===== config.mk =====
export PLATFORM = sky130hd
export DESIGN_NAME = uart_core
export DESIGN_NICKNAME = d
export VERILOG_FILES = /design/src/common/uart_pkg.sv /design/src/uart_baud_gen.sv /design/src/uart_fifo.sv /design/src/uart_tx/uart_tx.sv /design/src/uart_rx/uart_rx_filter.sv /design/src/uart_rx/uart_rx.sv /design/src/uart_core.sv
export SDC_FILE = /design/constraint.sdc
export NUM_CORES = 1
export LEC_CHECK = 0
export ABC_AREA = 1
export BUFFER_PORTS_ARGS = -buffer_cell sky130_fd_sc_hd__buf_2
export CAP_MARGIN = 20
export CELL_PAD_IN_SITES_DETAIL_PLACEMENT = 1
export CELL_PAD_IN_SITES_GLOBAL_PLACEMENT = 2
export CORE_UTILIZATION = 41
export DETAILED_ROUTE_END_ITERATION = 16
export GPL_ROUTABILITY_DRIVEN = 0
export GPL_TIMING_DRIVEN = 1
export PLACE_DENSITY = 0.82
export SLEW_MARGIN = 20
export SYNTH_ARGS = -nofsm -noshare
export SYNTH_HDL_FRONTEND = slang
export SYNTH_SLANG_ARGS = --single-unit
export TNS_END_PERCENT = 100

===== constraint.sdc =====
create_clock -name clk_i -period 3.1 [get_ports clk_i]
set_input_delay 0.31 -clock clk_i [delete_from_list [all_inputs] [get_ports clk_i]]
set_output_delay 0.31 -clock clk_i [all_outputs]
set_load 0.1 [all_outputs]

===== src/common/uart_pkg.sv =====
package uart_pkg;

  ////////////////////////////////////////////////////////////////////
  // baud generation
  ////////////////////////////////////////////////////////////////////

  localparam int NcoWidth = 16;
  typedef logic [NcoWidth-1:0] nco_t;

  // ticks of the 16x clock per serial bit
  localparam int OversampleRate = 16;
  typedef logic [3:0] tick_cnt_t;
  typedef logic [3:0] bit_cnt_t;

  ////////////////////////////////////////////////////////////////////
  // data path and fifos
  ////////////////////////////////////////////////////////////////////

  typedef logic [7:0] uart_byte_t;

  localparam int TxFifoDepth = 16;
  localparam int RxFifoDepth = 16;

  // one bit more than the pointer so a full fifo reads as Depth
  localparam int LvlWidth = 5;
  typedef logic [LvlWidth-1:0] lvl_t;

  ////////////////////////////////////////////////////////////////////
  // state machines
  ////////////////////////////////////////////////////////////////////

  typedef enum logic [2:0] {
    TX_IDLE,
    TX_START,
    TX_DATA,
    TX_PARITY,
    TX_STOP
  } tx_state_e;

  typedef enum logic [2:0] {
    RX_IDLE,
    RX_START,
    RX_DATA,
    RX_PARITY,
    RX_STOP
  } rx_state_e;

endpackage


===== src/uart_baud_gen.sv =====
module uart_baud_gen import uart_pkg::*; (
  input  logic clk_i,
  input  logic rst_ni,
  input  logic en_i,
  input  nco_t nco_i,
  output logic tick_o
);

  // top bit holds the carry of the last addition
  logic [NcoWidth:0] sum_q;

  // tick rate is f_clk * nco / 2**NcoWidth
  always_ff @(posedge clk_i or negedge rst_ni) begin
    if (!rst_ni) begin
      sum_q <= '0;
    end else if (en_i) begin
      sum_q <= {1'b0, sum_q[NcoWidth-1:0]} + {1'b0, nco_i};
    end
  end

  // carry is cleared by the next addition, so the tick lasts one cycle
  // while enabled
  assign tick_o = sum_q[NcoWidth] & en_i;

endmodule


===== src/uart_fifo.sv =====
module uart_fifo import uart_pkg::*; #(
  parameter int Depth = 16
) (
  input  logic       clk_i,
  input  logic       rst_ni,
  input  logic       clr_i,
  input  logic       wvalid_i,
  input  uart_byte_t wdata_i,
  output logic       wready_o,
  output logic       rvalid_o,
  input  logic       rready_i,
  output uart_byte_t rdata_o,
  output lvl_t       lvl_o
);

  uart_byte_t                 mem_q [Depth];
  logic [$clog2(Depth)-1:0]   wr_ptr_q;
  logic [$clog2(Depth)-1:0]   rd_ptr_q;
  lvl_t                       lvl_q;
  logic                       wr_en;
  logic                       rd_en;

  assign wready_o = (lvl_q != lvl_t'(Depth));
  assign rvalid_o = (lvl_q != '0);
  assign wr_en    = wvalid_i & wready_o;
  assign rd_en    = rready_i & rvalid_o;

  // pointers wrap on their own, Depth is a power of two
  always_ff @(posedge clk_i or negedge rst_ni) begin
    if (!rst_ni) begin
      wr_ptr_q <= '0;
      rd_ptr_q <= '0;
      lvl_q    <= '0;
    end else if (clr_i) begin
      wr_ptr_q <= '0;
      rd_ptr_q <= '0;
      lvl_q    <= '0;
    end else begin
      if (wr_en) begin
        wr_ptr_q <= wr_ptr_q + 1'b1;
      end
      if (rd_en) begin
        rd_ptr_q <= rd_ptr_q + 1'b1;
      end
      if (wr_en && !rd_en) begin
        lvl_q <= lvl_q + 1'b1;
      end else if (rd_en && !wr_en) begin
        lvl_q <= lvl_q - 1'b1;
      end
    end
  end

  always_ff @(posedge clk_i) begin
    if (wr_en) begin
      mem_q[wr_ptr_q] <= wdata_i;
    end
  end

  // head entry is read straight from storage, no bypass of new data
  assign rdata_o = mem_q[rd_ptr_q];
  assign lvl_o   = lvl_q;

  // a write against a full fifo leaves it full and untouched
  full_write_dropped_a: assert property (@(posedge clk_i) disable iff (!rst_ni)
    (wvalid_i && !wready_o && !rready_i && !clr_i) |=> (lvl_o == lvl_t'(Depth)));

  lvl_in_range_a: assert property (@(posedge clk_i) disable iff (!rst_ni)
    lvl_o <= lvl_t'(Depth));

endmodule


===== src/uart_tx/uart_tx.sv =====
module uart_tx import uart_pkg::*; (
  input  logic       clk_i,
  input  logic       rst_ni,
  input  logic       tick_i,
  input  logic       parity_en_i,
  input  logic       parity_odd_i,
  input  logic       load_i,
  input  uart_byte_t data_i,
  output logic       idle_o,
  output logic       tx_o
);

  tx_state_e  state_q;
  tick_cnt_t  tick_cnt_q;
  bit_cnt_t   bit_cnt_q;
  uart_byte_t shift_q;
  logic       parity_q;
  logic       tx_q;
  logic       bit_done;

  // last tick of the current bit
  assign bit_done = tick_i && (tick_cnt_q == tick_cnt_t'(OversampleRate - 1));

  always_ff @(posedge clk_i) begin
    if (load_i) begin
      shift_q  <= data_i;
      parity_q <= (^data_i) ^ parity_odd_i;
    end else if (bit_done && (state_q == TX_DATA)) begin
      shift_q <= {1'b0, shift_q[7:1]};
    end
  end

  always_ff @(posedge clk_i or negedge rst_ni) begin
    if (!rst_ni) begin
      state_q    <= TX_IDLE;
      tick_cnt_q <= '0;
      bit_cnt_q  <= '0;
      tx_q       <= 1'b1;
    end else begin
      if (state_q != TX_IDLE && tick_i) begin
        tick_cnt_q <= tick_cnt_q + 1'b1;
      end
      unique case (state_q)
        TX_IDLE: begin
          if (load_i) begin
            tx_q       <= 1'b0;
            tick_cnt_q <= '0;
            state_q    <= TX_START;
          end
        end
        TX_START: begin
          if (bit_done) begin
            tx_q      <= shift_q[0];
            bit_cnt_q <= '0;
            state_q   <= TX_DATA;
          end
        end
        TX_DATA: begin
          if (bit_done) begin
            if (bit_cnt_q == bit_cnt_t'(7)) begin
              tx_q    <= parity_en_i ? parity_q : 1'b1;
              state_q <= parity_en_i ? TX_PARITY : TX_STOP;
            end else begin
              // shift_q moves on this same edge
              tx_q      <= shift_q[1];
              bit_cnt_q <= bit_cnt_q + 1'b1;
            end
          end
        end
        TX_PARITY: begin
          if (bit_done) begin
            tx_q    <= 1'b1;
            state_q <= TX_STOP;
          end
        end
        TX_STOP: begin
          if (bit_done) begin
            state_q <= TX_IDLE;
          end
        end
        default: state_q <= TX_IDLE;
      endcase
    end
  end

  assign idle_o = (state_q == TX_IDLE);
  assign tx_o   = tx_q;

  // the core may only hand over a byte between frames
  load_when_idle_a: assert property (@(posedge clk_i) disable iff (!rst_ni)
    load_i |-> (state_q == TX_IDLE));

endmodule


===== src/uart_rx/uart_rx_filter.sv =====
module uart_rx_filter import uart_pkg::*; (
  input  logic clk_i,
  input  logic rst_ni,
  input  logic nf_en_i,
  input  logic rx_i,
  output logic rx_o
);

  logic sync1_q;
  logic sync2_q;
  logic hist1_q;
  logic hist2_q;
  logic maj;
  logic maj_q;

  // line idles high, so every stage starts at 1
  always_ff @(posedge clk_i or negedge rst_ni) begin
    if (!rst_ni) begin
      sync1_q <= 1'b1;
      sync2_q <= 1'b1;
      hist1_q <= 1'b1;
      hist2_q <= 1'b1;
      maj_q   <= 1'b1;
    end else begin
      sync1_q <= rx_i;
      sync2_q <= sync1_q;
      hist1_q <= sync2_q;
      hist2_q <= hist1_q;
      maj_q   <= maj;
    end
  end

  // 2 of 3 vote, a single-cycle spike never wins
  assign maj = (sync2_q & hist1_q) | (sync2_q & hist2_q) | (hist1_q & hist2_q);

  assign rx_o = nf_en_i ? maj_q : sync2_q;

endmodule


===== src/uart_rx/uart_rx.sv =====
module uart_rx import uart_pkg::*; (
  input  logic       clk_i,
  input  logic       rst_ni,
  input  logic       en_i,
  input  logic       tick_i,
  input  logic       parity_en_i,
  input  logic       parity_odd_i,
  input  logic       rx_i,
  output logic       valid_o,
  output uart_byte_t data_o,
  output logic       frame_err_o,
  output logic       parity_err_o,
  output logic       idle_o
);

  rx_state_e  state_q;
  tick_cnt_t  tick_cnt_q;
  bit_cnt_t   bit_cnt_q;
  uart_byte_t shift_q;
  logic       rx_prev_q;
  logic       par_err_q;
  logic       valid_q;
  logic       frame_err_q;
  logic       parity_err_q;
  logic       half_bit;
  logic       full_bit;

  assign half_bit = tick_i && (tick_cnt_q == tick_cnt_t'(OversampleRate / 2 - 1));
  assign full_bit = tick_i && (tick_cnt_q == tick_cnt_t'(OversampleRate - 1));

  // data bits arrive LSB first
  always_ff @(posedge clk_i) begin
    if (full_bit && (state_q == RX_DATA)) begin
      shift_q <= {rx_i, shift_q[7:1]};
    end
  end

  always_ff @(posedge clk_i or negedge rst_ni) begin
    if (!rst_ni) begin
      state_q      <= RX_IDLE;
      tick_cnt_q   <= '0;
      bit_cnt_q    <= '0;
      rx_prev_q    <= 1'b1;
      par_err_q    <= 1'b0;
      valid_q      <= 1'b0;
      frame_err_q  <= 1'b0;
      parity_err_q <= 1'b0;
    end else begin
      rx_prev_q    <= rx_i;
      valid_q      <= 1'b0;
      frame_err_q  <= 1'b0;
      parity_err_q <= 1'b0;
      if (state_q != RX_IDLE && tick_i) begin
        tick_cnt_q <= tick_cnt_q + 1'b1;
      end
      if (!en_i) begin
        state_q <= RX_IDLE;
      end else begin
        unique case (state_q)
          RX_IDLE: begin
            // falling edge on the line
            if (rx_prev_q && !rx_i) begin
              tick_cnt_q <= '0;
              state_q    <= RX_START;
            end
          end
          RX_START: begin
            // still low at mid-bit means a real start bit
            if (half_bit) begin
              tick_cnt_q <= '0;
              bit_cnt_q  <= '0;
              par_err_q  <= 1'b0;
              state_q    <= rx_i ? RX_IDLE : RX_DATA;
            end
          end
          RX_DATA: begin
            if (full_bit) begin
              bit_cnt_q <= bit_cnt_q + 1'b1;
              if (bit_cnt_q == bit_cnt_t'(7)) begin
                state_q <= parity_en_i ? RX_PARITY : RX_STOP;
              end
            end
          end
          RX_PARITY: begin
            if (full_bit) begin
              par_err_q <= rx_i ^ (^shift_q) ^ parity_odd_i;
              state_q   <= RX_STOP;
            end
          end
          RX_STOP: begin
            // byte ends at mid stop bit
            if (full_bit) begin
              valid_q      <= 1'b1;
              frame_err_q  <= ~rx_i;
              parity_err_q <= par_err_q;
              state_q      <= RX_IDLE;
            end
          end
          default: state_q <= RX_IDLE;
        endcase
      end
    end
  end

  assign valid_o      = valid_q;
  assign data_o       = shift_q;
  assign frame_err_o  = frame_err_q;
  assign parity_err_o = parity_err_q;
  assign idle_o       = (state_q == RX_IDLE);

  // the data phase never runs past the eighth bit
  data_bits_in_range_a: assert property (@(posedge clk_i) disable iff (!rst_ni)
    (state_q == RX_DATA) |-> (bit_cnt_q <= bit_cnt_t'(7)));

endmodule


===== src/uart_core.sv =====
module uart_core import uart_pkg::*; (
  input  logic       clk_i,
  input  logic       rst_ni,
  input  nco_t       nco_i,
  input  logic       tx_en_i,
  input  logic       rx_en_i,
  input  logic       parity_en_i,
  input  logic       parity_odd_i,
  input  logic       nf_en_i,
  input  logic       wvalid_i,
  input  uart_byte_t wdata_i,
  output logic       wready_o,
  output logic       rvalid_o,
  input  logic       rready_i,
  output uart_byte_t rdata_o,
  input  logic       tx_fifo_clr_i,
  input  logic       rx_fifo_clr_i,
  output lvl_t       txlvl_o,
  output lvl_t       rxlvl_o,
  output logic       tx_idle_o,
  output logic       rx_idle_o,
  output logic       rx_frame_err_o,
  output logic       rx_parity_err_o,
  output logic       rx_overflow_o,
  input  logic       rx_i,
  output logic       tx_o
);

  logic       tick;
  logic       tx_fifo_rvalid;
  uart_byte_t tx_fifo_rdata;
  logic       tx_fifo_pop;
  logic       tx_uart_idle;
  logic       rx_filt;
  logic       rx_valid;
  uart_byte_t rx_data;
  logic       rx_frame_err;
  logic       rx_parity_err;
  logic       rx_fifo_push;
  logic       rx_fifo_wready;

  uart_baud_gen u_baud_gen (
    .clk_i,
    .rst_ni,
    .en_i   (tx_en_i | rx_en_i),
    .nco_i,
    .tick_o (tick)
  );

  //////////////////////////////////////////////////////////////////////
  // transmit path
  //////////////////////////////////////////////////////////////////////

  // pop and load are the same strobe
  assign tx_fifo_pop = tx_uart_idle & tx_fifo_rvalid & tx_en_i;

  uart_fifo #(.Depth(TxFifoDepth)) u_txfifo (
    .clk_i,
    .rst_ni,
    .clr_i    (tx_fifo_clr_i),
    .wvalid_i,
    .wdata_i,
    .wready_o,
    .rvalid_o (tx_fifo_rvalid),
    .rready_i (tx_fifo_pop),
    .rdata_o  (tx_fifo_rdata),
    .lvl_o    (txlvl_o)
  );

  uart_tx u_tx (
    .clk_i,
    .rst_ni,
    .tick_i       (tick),
    .parity_en_i,
    .parity_odd_i,
    .load_i       (tx_fifo_pop),
    .data_i       (tx_fifo_rdata),
    .idle_o       (tx_uart_idle),
    .tx_o
  );

  assign tx_idle_o = tx_uart_idle & ~tx_fifo_rvalid;

  //////////////////////////////////////////////////////////////////////
  // receive path
  //////////////////////////////////////////////////////////////////////

  uart_rx_filter u_rx_filter (
    .clk_i,
    .rst_ni,
    .nf_en_i,
    .rx_i,
    .rx_o    (rx_filt)
  );

  uart_rx u_rx (
    .clk_i,
    .rst_ni,
    .en_i         (rx_en_i),
    .tick_i       (tick),
    .parity_en_i,
    .parity_odd_i,
    .rx_i         (rx_filt),
    .valid_o      (rx_valid),
    .data_o       (rx_data),
    .frame_err_o  (rx_frame_err),
    .parity_err_o (rx_parity_err),
    .idle_o       (rx_idle_o)
  );

  // only clean bytes reach the fifo
  assign rx_fifo_push = rx_valid & ~rx_frame_err & ~rx_parity_err;

  uart_fifo #(.Depth(RxFifoDepth)) u_rxfifo (
    .clk_i,
    .rst_ni,
    .clr_i    (rx_fifo_clr_i),
    .wvalid_i (rx_fifo_push),
    .wdata_i  (rx_data),
    .wready_o (rx_fifo_wready),
    .rvalid_o,
    .rready_i,
    .rdata_o,
    .lvl_o    (rxlvl_o)
  );

  assign rx_frame_err_o  = rx_frame_err;
  assign rx_parity_err_o = rx_parity_err;
  assign rx_overflow_o   = rx_fifo_push & ~rx_fifo_wready;

  // a dropped byte always meets a full receive fifo
  overflow_when_full_a: assert property (@(posedge clk_i) disable iff (!rst_ni)
    rx_overflow_o |-> (rxlvl_o == lvl_t'(RxFifoDepth)));

endmodule


# --- Word-level counts from Yosys, hierarchy flattened ---
# Memory sizes are Yosys's and may differ from the RTL's.
# Cells that the tools add are included.
# W data, S select, Z words.
op_classes:
  n_reduce_logical: 42
  bitwise_logic: 25
  eq_ne: 31
  addsub: 13
  muxes: 72
ops:
  columns: ["cell", "count"]
  rows:
  - ["$mux W4", 20]
  - ["$mux W3", 14]
  - ["$add A4 B1 Y4 const B", 8]
  - ["$mux W5", 6]
  - ["$pmux W3 S5", 2]
  - ["$pmux W4 S2", 3]
  - ["$mux W1", 22]
  - ["$add A16 B16 Y17", 1]
  - ["$mux W8", 2]
  - ["$ne A2 B1 Y1 const B", 8]
  - ["$reduce_bool A2 Y1", 8]
  - ["$reduce_xor A8 Y1", 2]
  - ["$ne A3 B2 Y1 const B", 5]
  - ["$and A1 B1 Y1", 14]
  - ["$eq A3 B2 Y1 const B", 4]
  - ["$eq A4 B3 Y1 const B", 3]
  - ["$logic_and A1 B1 Y1", 12]
  - ["$reduce_and A4 Y1", 3]
  - ["$reduce_and A6 Y1", 2]
  - ["$reduce_bool A3 Y1", 4]
  - ["$add A5 B1 Y5 const B", 2]
  - ["$ne A5 B5 Y1 const B", 2]
  - ["$reduce_bool A5 Y1", 2]
  - ["$sub A5 B1 Y5 const B", 2]
  - ["15 further kinds", 32]
word_totals:
  register_bits: 93
  ramBits: 256
  n_memories: 2
mem_list:
  columns: ["memory", "words", "word_bits", "read_ports", "rd_ports_with_merged_regs", "write_ports", "line", "source"]
  rows:
  - ["u_rxfifo.mem_q", 16, 8, 1, 0, 1, "uart_fifo.sv:16", "uart_byte_t mem_q [Depth];"]
  - ["u_txfifo.mem_q", 16, 8, 1, 0, 1, "uart_fifo.sv:16", null]

# --- Depth between registers and ports, before layout ---
# Gate-level depths: netlist of run 1.
depth:
  ltp_word: 9
  mapped_depth: 18
  mapped_depth_nobuf: 16

# --- Modules after synthesis ---
# Synthesis of run 1 repeated with hierarchy kept, for this count alone.
hier_totals:
  hier_cells: 1592
  hier_area_um2: 16385.7
by_module_without_submodules:
  columns: ["mod", "instances", "seq_area_each_um2", "cells_each", "area_each_um2"]
  rows:
  - ["uart_fifo at u_rxfifo", 1, 4169.0, 503, 6009.5]
  - ["uart_fifo at u_txfifo", 1, 4169.0, 495, 5968.2]
  - ["uart_baud_gen", 1, 425.4, 249, 1615.3]
  - ["uart_rx", 1, 641.9, 156, 1357.6]
  - ["uart_tx", 1, 571.8, 168, 1236.2]
  - ["uart_rx_filter", 1, 131.4, 12, 160.2]
  - ["uart_core", 1, 0.0, 9, 38.8]

# --- Worst setup path after synthesis of run 1 ---
# Ideal clock, no wire load.
synth_timing:
  path_kind: "register -> output"
  startpoint: "register u_rxfifo.lvl_q[0], in the netlist u_rxfifo.lvl_o[0]"
  endpoint: "output port rx_overflow_o"
  t_required_ns: 2.790
  stages_incl_launch_ff: 4
  arrival_time_ns: 4.187
  setup_slack_ns: -1.397
  n_path_buf: 0
  cell_sequence: "dfrtp_1 > nor4_1 > nand2_1 > nor4_1"
synth_via:
  elab_chain_len: 3
synth_rtl:
  columns: ["item", "line", "source"]
  rows:
  - ["from (decl)", "uart_fifo.sv:19", "lvl_t lvl_q;"]
  - ["from (signal assigned)", "uart_fifo.sv:46", "lvl_q <= lvl_q + 1'b1;"]
  - ["from (signal assigned)", "uart_fifo.sv:48", "lvl_q <= lvl_q - 1'b1;"]
  - ["$ne A5 B5 Y1", "uart_fifo.sv:23", "assign wready_o = (lvl_q != lvl_t'(Depth));"]
  - ["$not A1 Y1", "uart_core.sv:129", "assign rx_overflow_o = rx_fifo_push & ~rx_fifo_wready;"]
  - ["$and A1 B1 Y1", "uart_core.sv:129", null]
  - ["to (decl)", "uart_core.sv:24", "output logic rx_overflow_o,"]
# No other way between the ends.

# --- Worst setup path in the final report of run 1 ---
layout_timing:
  startpoint: "register u_rxfifo.rd_ptr_q[1]"
  endpoint: "output port rdata_o[1]"
layout_via:
  elab_chain_len: 1
layout_rtl:
  columns: ["item", "line", "source"]
  rows:
  - ["from (decl)", "uart_fifo.sv:18", "logic [$clog2(Depth)-1:0] rd_ptr_q;"]
  - ["from (signal assigned)", "uart_fifo.sv:43", "rd_ptr_q <= rd_ptr_q + 1'b1;"]
  - ["$mem_v2 Z16 W8", null, null]
  - ["to (decl)", "uart_core.sv:15", "output uart_byte_t rdata_o,"]
# No other way between the ends.

==> metrics.md, run 1 <==
| Metric | Value |
|---|---|
| Netlist cell types | 46 |
| Final core utilization | 48.4% |
| Final Power | 16.0 mW |
| Number of global-route vias before repair | 11800 |
| Final WL | 39900 um |
| HP Class | in2reg |
| Endpoints failing setup | 0 |
| Total number of vias | 11200 |
| All-Layer GR Usage | 20.7% |
| Post-CTS sizing | 0 |
| Slew @ Worst Pin | 0.892 ns |
| Port Buffers | 61 |
| Clock root cell | clkbuf_16 |
| Die Y | 199 um |
| # IOs | 62 |
| Final hold slack | 0.0444 ns |
| Non-Filler Instances | 2154 |
| DR WL/cell | 18.5 um |
| N_diodes | 0 |
| Outcome | completed |
| Sequential area share after synthesis | 63.8% |
| Post-DP HPWL | 26300 um |
| Critical path data required time | 2.79 ns |
| Synth warn | 0 |
| Layout net count | 1687 |
| DRC violations left | 0 |
| Initial antenna violation count | 0 |
| Drt pass-1 iters | 5 |
| Layout cell share with drive strength beyond 1 | 11.9% |
| Worst-Skew Late Latency | 0.54 ns |
| Chip width | 199 um |
| Vias per inst | 5.21 |
| Max VDD drop | 858 uV |
| Remaining Overflow, GRT | 0 |
| Initial Util | 41.8% |
| Period utilisation layout | 90.0% |
| Slew Viols, Final | 0 |
| Critical path type | reg2out |
| Critical path peak fanout | 17 |
| Tmin final | 2.79 ns |
| Crit end category | primary output |
| CP max-delay cell | inv_1 |
| Async set-reset flop share out of synthesis | 21.8% |
| Num rows | 71 |
| RSZ-0062 raised after global routing | no |
| Synth Register Bits | 349 |
| Crit path DAT | 2.48 ns |
| Cell count after synthesis | 1520 |
| Number of flops mapped to enable cells by yosys | 273 |
| Syn Nets | 1596 |
| Fmax | 358 MHz |
| Number of buffers on the longest clock path | 3 |
| Rel. slew slack | 40.3% |
| Die ar. | 39400 um2 |
| H-Tree Depth | 2 |
| DRT iter0 DRCs | 593 |
| Area growth syn-to-layout | 15.8% |
| Largest net degree at the start of global routing | 73 |
| CP Cell Sequence | inv_1, buf_4, o21ai_0, o221ai_1, nand3_1, nand2_1, buf_12 |
| Clk_skew | 0.0272 ns |
| Syn avg cell area | 10.4 um2 |
| First-pass GRT wire length | 63900 um |
| Fillcell total | 4168 |
| Critical Path Start Type | flop |
| Core Box Area | 37800 um2 |
| Num CTS Buffers | 40 |
| PD cells | 874 nW/um2 |
| Post-route ant nets | 0 |
| CTS tree | built |
| Maxcap violations | 0 |
| Synthesized area | 15800 um2 |
| Clk slew on worst S/H paths | 0.06 ns |
| Crit-path max cell delay | 0.44 ns |
| Placed Instances | 2078 |
| Final Hold Fails | 0 |
| Clock sinks | 349 |
| LEAKAGE | 7.41 nW |
| Main synth FF type | edfxtp_1 |
[final timing paths]
path	slack, ns	cells after the start	to	start
setup / recovery	0.31	7	rdata_o[1]	u_rxfifo.rd_ptr_q[1]
hold / removal	0.04	2	u_txfifo.rd_ptr_q[1]	tx_fifo_clr_i
setup reg to reg	0.40	11	u_rxfifo.lvl_o[4]	u_rxfifo.lvl_o[1]
hold reg to reg	0.36	0	u_rx_filter.hist2_q	u_rx_filter.hist1_q
max in group asynchronous	1.90	3	u_rx.rx_prev_q	rst_ni
min in group asynchronous	0.39	2	u_rxfifo.rd_ptr_q[3]	rst_ni
[kinds of logic after synthesis]
family / count (synthesis) / synth area share, %
and+or+nand+nor: 649 / 16.7
DFF: 349 / 63.8
AOI/OAI and AO/OA: 248 / 9.28
buffers and inverters: 205 / 5.27
adders and majority gates: 41 / 3.37
xor gates and xnor gates: 28 / 1.55
[Yosys cell counts (all sizes together) (5+ instances only)]
cell type	count	area (um2)
a211oi	6	45.0
a21oi	45	229
a31oi	8	50.1
buf	24	153
clkbuf	30	113
dfrtp	69	1730
dfstp	7	184
edfxtp	273	8200
ha	37	463
inv	150	566
nand2	355	1340
nand3	109	546
nor2	157	594
nor3	14	75.1
o211ai	15	113
o21a	5	37.5
o21ai	121	609
o221ai	26	228
o22ai	9	56.3
o31ai	5	37.5
or2	7	43.8
xnor2	18	158
xor2	10	87.6
[where the power goes]
| part | switching, mW | internal, mW | leakage, nW | total (mW) |
|---|---|---|---|---|
| sequential | 0.274 | 5.46 | 3.42 | 5.73 |
| clock | 1.88 | 2.83 | 0.626 | 4.70 |
| combinational | 3.89 | 1.70 | 3.37 | 5.59 |
| total | 6.04 | 9.98 | 7.41 | 16.0 |
[timing repair]
action,CTS,global route
hold buffers,2,0
endpoints found under the hold margin,51,0
setup buffers,0,0
[layout make-up]
type / count / area [um2] / area share [%]
sequential: 349 / 10100 / 55.2
tap: 511 / 639 / 3.49
inverter: 151 / 569 / 3.11
clock buffer: 56 / 1100 / 6.02
timing repair buffer: 103 / 786 / 4.29
multi-input combinational: 966 / 4910 / 26.8
clock inverter: 18 / 198 / 1.08
[cells in the final DEF, fill, tap and decap left out, types with 8 or more instances in the layout]
cell	instances
a21oi_1	44
a31oi_1	8
buf_12	11
buf_2	52
buf_4	38
clkbuf_1	14
clkbuf_16	42
clkinv_1	9
dfrtp_1	60
dfrtp_2	9
edfxtp_1	273
ha_1	37
inv_1	144
nand2_1	349
nand3_1	109
nor2_1	155
nor3_1	12
o211ai_1	15
o21ai_0	110
o21ai_1	10
o221ai_1	26
o22ai_1	9
xnor2_1	18
xor2_1	10
[layer usage]
metal | wire length (um) | track usage (%)
met1 | 17700 | 27.2
met2 | 20200 | 36.3
met3 | 1280 | 2.83
met4 | 652 | 4.70
met5 | 0 | 0
[critical path: cells and delay by family, from the launching register on]
family / cells / cell delay [ns]
buffers and inverters: 3 / 0.90
DFF: 1 / 0.37
and+or+nand+nor: 2 / 0.34
AOI/OAI and AO/OA: 2 / 0.33
[registers in the layout, indices dropped and copies added, names as in the netlist, 3 cells and up]
| register | cells |
|---|---|
| u_rxfifo.mem_q | 128 |
| u_tx.state_q | 3 |
| u_rx.bit_cnt_q | 4 |
| u_rxfifo.rd_ptr_q | 4 |
| u_txfifo.mem_q | 128 |
| u_tx.tick_cnt_q | 4 |
| u_txfifo.rd_ptr_q | 4 |
| u_rx.state_q | 3 |
| u_rxfifo.wr_ptr_q | 4 |
| u_rx.data_o | 8 |
| u_txfifo.lvl_o | 5 |
| u_txfifo.wr_ptr_q | 4 |
| u_baud_gen.sum_q | 17 |
| u_rx.tick_cnt_q | 4 |
| u_rxfifo.lvl_o | 5 |
| u_tx.shift_q | 8 |
| u_tx.bit_cnt_q | 4 |
[through the flow]
stage               setup TNS, ns  setup slack (ns)  instance area [um2]
finish                          0             0.309                18300
global route                    0             0.174                18300
CTS                             0             0.262                18300
detailed placement              0             0.382                17000
global placement                0             0.525                17000
floorplan                  -0.237            -0.237                15900
No activity file was read; power rests on OpenSTA's default activity.
==> run 2: changes to the inputs <==
--- a/config.mk
+++ b/config.mk
@@ -10,6 +10,7 @@
 export CAP_MARGIN = 20
 export CELL_PAD_IN_SITES_DETAIL_PLACEMENT = 1
 export CELL_PAD_IN_SITES_GLOBAL_PLACEMENT = 2
+export CORE_ASPECT_RATIO = 0.9
 export CORE_UTILIZATION = 41
 export DETAILED_ROUTE_END_ITERATION = 16
 export GPL_ROUTABILITY_DRIVEN = 0
==> run 2 against run 1 <==
Largest power group unchanged. Worst hold slack worse by 0.0051 ns. Largest cell class unchanged. First-iteration DRC count up 17%. Clock-buffer cell count up 3. Critical endpoint unchanged. Utilization up 0.17 points. Global-route usage up 0.46 points. Maximum frequency down 0.89%.
==> metrics.md, run 2 (synthesis results as in run 1) <==
| Metric | Value |
|---|---|
| Outcome | completed |
| Slew @ Worst Pin | 0.927 ns |
| Tmin final | 2.82 ns |
| CP startpoint | u_rxfifo.rd_ptr_q[0] |
| Clock root cell | clkbuf_16 |
| Maxcap violations | 0 |
| Layout net count | 1692 |
| Vias per inst | 5.30 |
| # IOs | 62 |
| PD cells | 869 nW/um2 |
| Layout cell share with drive strength beyond 1 | 12.3% |
| Reg2Reg Setup Slack | 0.41 ns |
| Critical path peak fanout | 65 |
| Post-DP HPWL | 26500 um |
| Die Y | 188 um |
| Most common cell after layout, fill and taps aside | nand2_1 |
| Clk_skew | 0.0199 ns |
| Commonest cells after routing, fill and taps aside | nand2_1 (349), edfxtp_1 (273), nor2_1 (155), inv_1 (144), o21ai_0 (110) |
| Final Hold Fails | 0 |
| All-Layer GR Usage | 21.2% |
| Fillcell total | 4099 |
| Clk slew on worst S/H paths | 0.06 ns |
| LEAKAGE | 7.43 nW |
| Worst r2r dst | u_rxfifo.lvl_o[4] |
| Slew Viols, Final | 0 |
| Post-route ant nets | 0 |
| Port Buffers | 61 |
| Largest net degree at the start of global routing | 66 |
| Crit end category | primary output |
| Register Area | 10100 um2 |
| Endpoints failing setup | 0 |
| Crit path DAT | 2.51 ns |
| Critical Path Start Type | flop |
| DR WL/cell | 19.1 um |
| H-Tree Depth | 2 |
| Final Power | 15.9 mW |
| Rel. slew slack | 38.0% |
| Critical path data required time | 2.79 ns |
| Period utilisation layout | 90.8% |
| Number of buffers on the longest clock path | 3 |
| Die ar. | 39400 um2 |
| Max VDD drop | 730 uV |
| Fmax | 355 MHz |
| Final hold slack | 0.0393 ns |
| Worst-Skew Late Latency | 0.55 ns |
| Num CTS Buffers | 39 |
| Initial Util | 42.1% |
| CTS tree | built |
| R2r startpoint | u_rxfifo.lvl_o[1] |
| CP endpoint | rdata_o[1] |
| DRT iter0 DRCs | 691 |
| Critical path type | reg2out |
| Clock sinks | 349 |
| DRC violations left | 0 |
| Chip width | 209 um |
| Area of the multi-input gates | 4910 um2 |
| Drt pass-1 iters | 5 |
| Num rows | 67 |
| N_diodes | 0 |
| HP Class | in2reg |
| Initial antenna violation count | 0 |
| Number of global-route vias before repair | 11900 |
| Remaining Overflow, GRT | 0 |
| Total number of vias | 11300 |
| Final WL | 40700 um |
| Regs by FF count | u_rxfifo.mem_q x128, u_txfifo.mem_q x128, u_baud_gen.sum_q x17 |
| Core Box Area | 37600 um2 |
| RSZ-0062 raised after global routing | no |
| First-pass GRT wire length | 65300 um |
| Reg2reg path depth | 11 |
| Area growth syn-to-layout | 15.5% |
==> run 2: how the worst min path moves through the flow <==
stage          slack (ns)  cells past startpoint                start                    to
2_1_floorplan        0.01                      0               rst_ni   u_baud_gen.sum_q[0]
6_report             0.04                      2        tx_fifo_clr_i  u_txfifo.wr_ptr_q[1]
5_1_grt              0.03                      2        tx_fifo_clr_i  u_txfifo.wr_ptr_q[1]
3_3_place_gp         0.35                      0  u_rx_filter.sync1_q   u_rx_filter.sync2_q
4_1_cts              0.02                      2        tx_fifo_clr_i  u_txfifo.wr_ptr_q[1]
3_5_place_dp         0.35                      0  u_rx_filter.sync1_q   u_rx_filter.sync2_q
==> run 2: where the power goes <==
part / total, mW / switching (mW) / internal [mW] / leakage [nW]
combinational: 5.53 / 3.83 / 1.70 / 3.40
clock: 4.56 / 1.90 / 2.66 / 0.612
sequential: 5.80 / 0.340 / 5.46 / 3.42
total: 15.9 / 6.07 / 9.82 / 7.43
==> run 2: area by class of cell <==
class / count / share of cell area (%)
Sequential cell: 349 / 55.3
Multi-Input combinational cell: 966 / 26.9
Clock buffer: 59 / 6.07
Timing Repair Buffer: 109 / 4.54
Tap cell: 483 / 3.30
Inverter: 151 / 3.11
Clock inverter: 12 / 0.787
==> run 2: what timing repair did <==
| action | 4_1_cts | 5_1_grt |
|---|---|---|
| resized for setup | 0 | 0 |
| setup buffers | 0 | 0 |
| hold buffers | 2 | 0 |
| endpoints found under the setup margin | 0 | 0 |
| endpoints found under the hold margin | 51 | 0 |
==> run 2: per-stage QoR <==
step	instances	util (%)	setup TNS [ns]	area [um2]	setup slack, ns
floorplan	1520	-	-0.237	15900	-0.237
global placement	2056	45.2	0	17000	0.463
detailed placement	2056	45.2	0	17000	0.384
CTS	2129	48.6	0	18300	0.254
global route	2129	48.6	0	18300	0.0998
finish	2129	48.6	0	18300	0.284
==> run 2: layer usage <==
layer / track usage (%) / wire (um) / vias to the layer above
li1: - / - / 5408
met1: 30.4 / 19400 / 5628
met2: 33.9 / 18900 / 191
met3: 2.98 / 1710 / 47
met4: 5.37 / 612 / 0
met5: 0 / 0 / -
==> run 2: critical path: stages (launching register included) <==
cell,delay (ns)
dfrtp_2,0.53
inv_1,0.15
buf_12,0.28
o21ai_0,0.13
o221ai_1,0.34
nand3_1,0.14
nand2_1,0.16
buf_12,0.19
==> run 3: changes to the inputs <==
--- a/config.mk
+++ b/config.mk
@@ -5,13 +5,12 @@
 export SDC_FILE = /design/constraint.sdc
 export NUM_CORES = 1
 export LEC_CHECK = 0
-export ABC_AREA = 1
 export BUFFER_PORTS_ARGS = -buffer_cell sky130_fd_sc_hd__buf_2
 export CAP_MARGIN = 20
 export CELL_PAD_IN_SITES_DETAIL_PLACEMENT = 1
 export CELL_PAD_IN_SITES_GLOBAL_PLACEMENT = 2
 export CORE_ASPECT_RATIO = 0.9
-export CORE_UTILIZATION = 41
+export CORE_UTILIZATION = 46
 export DETAILED_ROUTE_END_ITERATION = 16
 export GPL_ROUTABILITY_DRIVEN = 0
 export GPL_TIMING_DRIVEN = 1
==> run 3 against run 2 <==
Global-route usage fell by 1.1 points. Setup slack worse by 0.13 ns. Die area fell by 15%. Sequential cell count is the same. Clock power is 2% lower. Critical path depth fell by 3. Via count shrank 27%. Maximum frequency decreased by 4.3%. Register-to-register slack worse by 0.20 ns. Largest power group unchanged. Sequential share of layout area increased by 3.4 points.
==> metrics.md, run 3 <==
| Metric | Value |
|---|---|
| Num CTS Buffers | 37 |
| Endpoints failing setup | 0 |
| Final hold slack | 0.108 ns |
| Maxcap violations | 0 |
| H-Tree Depth | 2 |
| Fmax | 340 MHz |
| Slew Viols, Final | 0 |
| Delay-heaviest family, CP | multiplexers |
| Total number of vias | 8232 |
| CP Cell Sequence | buf_4, mux4_2, mux4_2, buf_2 |
| Critical path data required time | 2.79 ns |
| Cell count after synthesis | 945 |
| Post-synthesis simple-gate area fraction | 7.83% |
| Drt pass-1 iters | 5 |
| Layout cell share with drive strength beyond 1 | 22.7% |
| Final Hold Fails | 0 |
| Post-synth top area cell | edfxtp_1 |
| Outcome | completed |
| Regs by FF count | u_rxfifo.mem_q x128, u_txfifo.mem_q x128, u_baud_gen.sum_q x17 |
| HP Class | in2reg |
| Share of the synthesized area in the top cell type | 54.2% |
| Top-count cell post-synth | edfxtp_1 |
| Port Buffers | 61 |
| Clock root cell | clkbuf_16 |
| DRC violations left | 0 |
| Synth Area in Adders | 3.52% |
| Bufs and invs on worst path | 2 |
| Crit-path max cell delay | 0.56 ns |
| RSZ-0062 raised after global routing | no |
| Multiplexer share of the synthesized area | 12.0% |
| Number of buffers on the longest clock path | 3 |
| Critical path peak fanout | 10 |
| Post-layout instance area | 17300 um2 |
| Post-route ant nets | 0 |
| Synthesized area | 15100 um2 |
| DP Area | 16000 um2 |
| PD cells | 669 nW/um2 |
| Final WL | 32000 um |
| Most common cell after layout, fill and taps aside | edfxtp_1 |
| Layout net count | 1105 |
| DR WL/cell | 21.8 um |
| Vias per inst | 5.60 |
| Initial Util | 47.1% |
| First-pass GRT wire length | 51500 um |
| WP depth | 4 |
| Critical Path Start Type | flop |
| Die ar. | 33600 um2 |
| Core Box Area | 32100 um2 |
| Clk_skew | 0.0336 ns |
| Largest net degree at the start of global routing | 51 |
| Largest family of logic cells by synthesized area | multiplexers |
| Synth Area in Compound Gates | 5.14% |
| N_diodes | 0 |
| Num rows | 62 |
| CP most frequent cell | mux4_2 |
| Crit path DAT | 2.63 ns |
| Critical path type | reg2out |
| Clock sinks | 349 |
| Area growth syn-to-layout | 14.2% |
| Chip width | 193 um |
| Number of global-route vias before repair | 8970 |
| Post-DP HPWL | 21500 um |
| CTS tree | built |
| Main synth FF type | edfxtp_1 |
| Synth area leaders | edfxtp_1 (54%), dfrtp_1 (11%), mux4_2 (11%), ha_1 (3.1%), nand2_1 (1.7%) |
| Post-synthesis xor/xnor area fraction | 3.04% |
| Setup TNS | 0 ns |
| Placed Instances | 1400 |
| Hold Crit Depth | 4 |
| Netlist cell types | 61 |
| Sequential area share after synthesis | 66.8% |
| Die Y | 174 um |
| Synth warn | 0 |
| Non-Filler Instances | 1469 |
| Syn Nets | 1021 |
| Slew @ Worst Pin | 0.719 ns |
| Async set-reset flop share out of synthesis | 21.8% |
| # IOs | 62 |
| Fillcell total | 3061 |
| Tmin final | 2.94 ns |
| Synth Register Bits | 349 |
| Remaining Overflow, GRT | 0 |
| Reg2reg path depth | 9 |
| Rel. slew slack | 51.7% |
| Clk slew on worst S/H paths | 0.05 ns |
| Syn avg cell area | 16.0 um2 |
| Worst-Skew Late Latency | 0.54 ns |
| Number of flops mapped to enable cells by yosys | 273 |
| All-Layer GR Usage | 20.1% |
| DRT iter0 DRCs | 506 |
| Crit end category | primary output |
| Period utilisation layout | 94.9% |
| Max VDD drop | 422 uV |
| Top cells by count, synth | edfxtp_1 (273), mux4_2 (72), dfrtp_1 (69), nand2_1 (68), nor2_1 (66) |
| Commonest cells after routing, fill and taps aside | edfxtp_1 (273), mux4_2 (72), nor2_1 (66), nand2_1 (66), buf_2 (60) |
| CP max-delay cell | mux4_2 |
| LEAKAGE | 6.19 nW |
| Initial antenna violation count | 0 |
run 3: changes by cell type in the layout (fill, tap and decap cells not counted), moves of 11 or more:
cell      before  now
o21ai_0      110   20
o211ai_1      15    2
nor2_1       155   66
mux4_2         0   72
nand2_1      349   66
buf_4         44   16
nand3_1      109   13
xnor2_1       18   29
and2_1         0   33
o221ai_1      26    0
inv_1        144   18
run 3: cells by family after synthesis:
kind of cell | count (synthesis)
multiplexers | 85
XOR/XNOR | 50
AO/OA/AOI/OAI | 122
buffers and inverters | 56
AND/OR/NAND/NOR | 242
adder cells (fa/ha/maj) | 41
flip-flops | 349
run 3: worst reg2reg max path: stages (launching register included):
cell and delay (ns):
dfrtp_4 0.51, or4_1 0.57, o211ai_1 0.25, nand2_2 0.18
fa_1 0.47, a21o_1 0.20, a21oi_1 0.17, mux2i_1 0.23
xnor2_1 0.13, nor2_1 0.05
run 3: path summary, 6_finish.rpt:
path	start	endpoint	slack [ns]
worst max-delay path	u_rxfifo.rd_ptr_q[0]	rdata_o[4]	0.16
worst min-delay path	nco_i[0]	u_baud_gen.sum_q[0]	0.11
worst max register to register	u_txfifo.lvl_o[0]	u_txfifo.lvl_o[4]	0.21
worst min register to register	u_rx_filter.sync1_q	u_rx_filter.sync2_q	0.36
max in group asynchronous	rst_ni	u_rx.rx_prev_q	1.97
min in group asynchronous	rst_ni	u_baud_gen.sum_q[4]	0.37
run 3: what timing repair did:
item | CTS | global route
buffers inserted | 0 | 4
setup endpoints to repair | 5 | 2
endpoints found under the hold margin | 44 | 0
hold buffers | 2 | 0
gates resized for setup | 1 | 0
run 3: layer usage:
metal  vias to the layer above  GRT usage, %  wire length, um
met4                         0          4.75              595
met3                        53          3.11             1370
li1                       3800             -                -
met5                         -             0                0
met2                       152          33.7            15900
met1                      4227          27.5            14200
run 3: area by class of cell:
type	count	area, um2	area share, %
Timing Repair Buffer	82	520	3.01
Multi-Input combinational cell	540	4820	27.9
Inverter	19	71.3	0.413
Sequential cell	349	10100	58.7
Clock buffer	50	1010	5.82
Clock inverter	13	200	1.16
Tap cell	416	520	3.01
run 3: metrics by stage:
stage	worst slack, ns	power [mW]	utilization [%]
CTS	0.0315	11.7	53.7
global route	0.00319	12.0	53.8
floorplan	0.00272	6.78	-
finish	0.158	11.6	53.8
global placement	0.220	7.13	49.9
detailed placement	0.174	7.19	49.9
run 3: power by group:
group	internal, mW	total, mW	switching, mW
combinational	0.655	1.62	0.964
clock	2.69	4.46	1.77
sequential	5.28	5.47	0.192
total	8.63	11.6	2.92
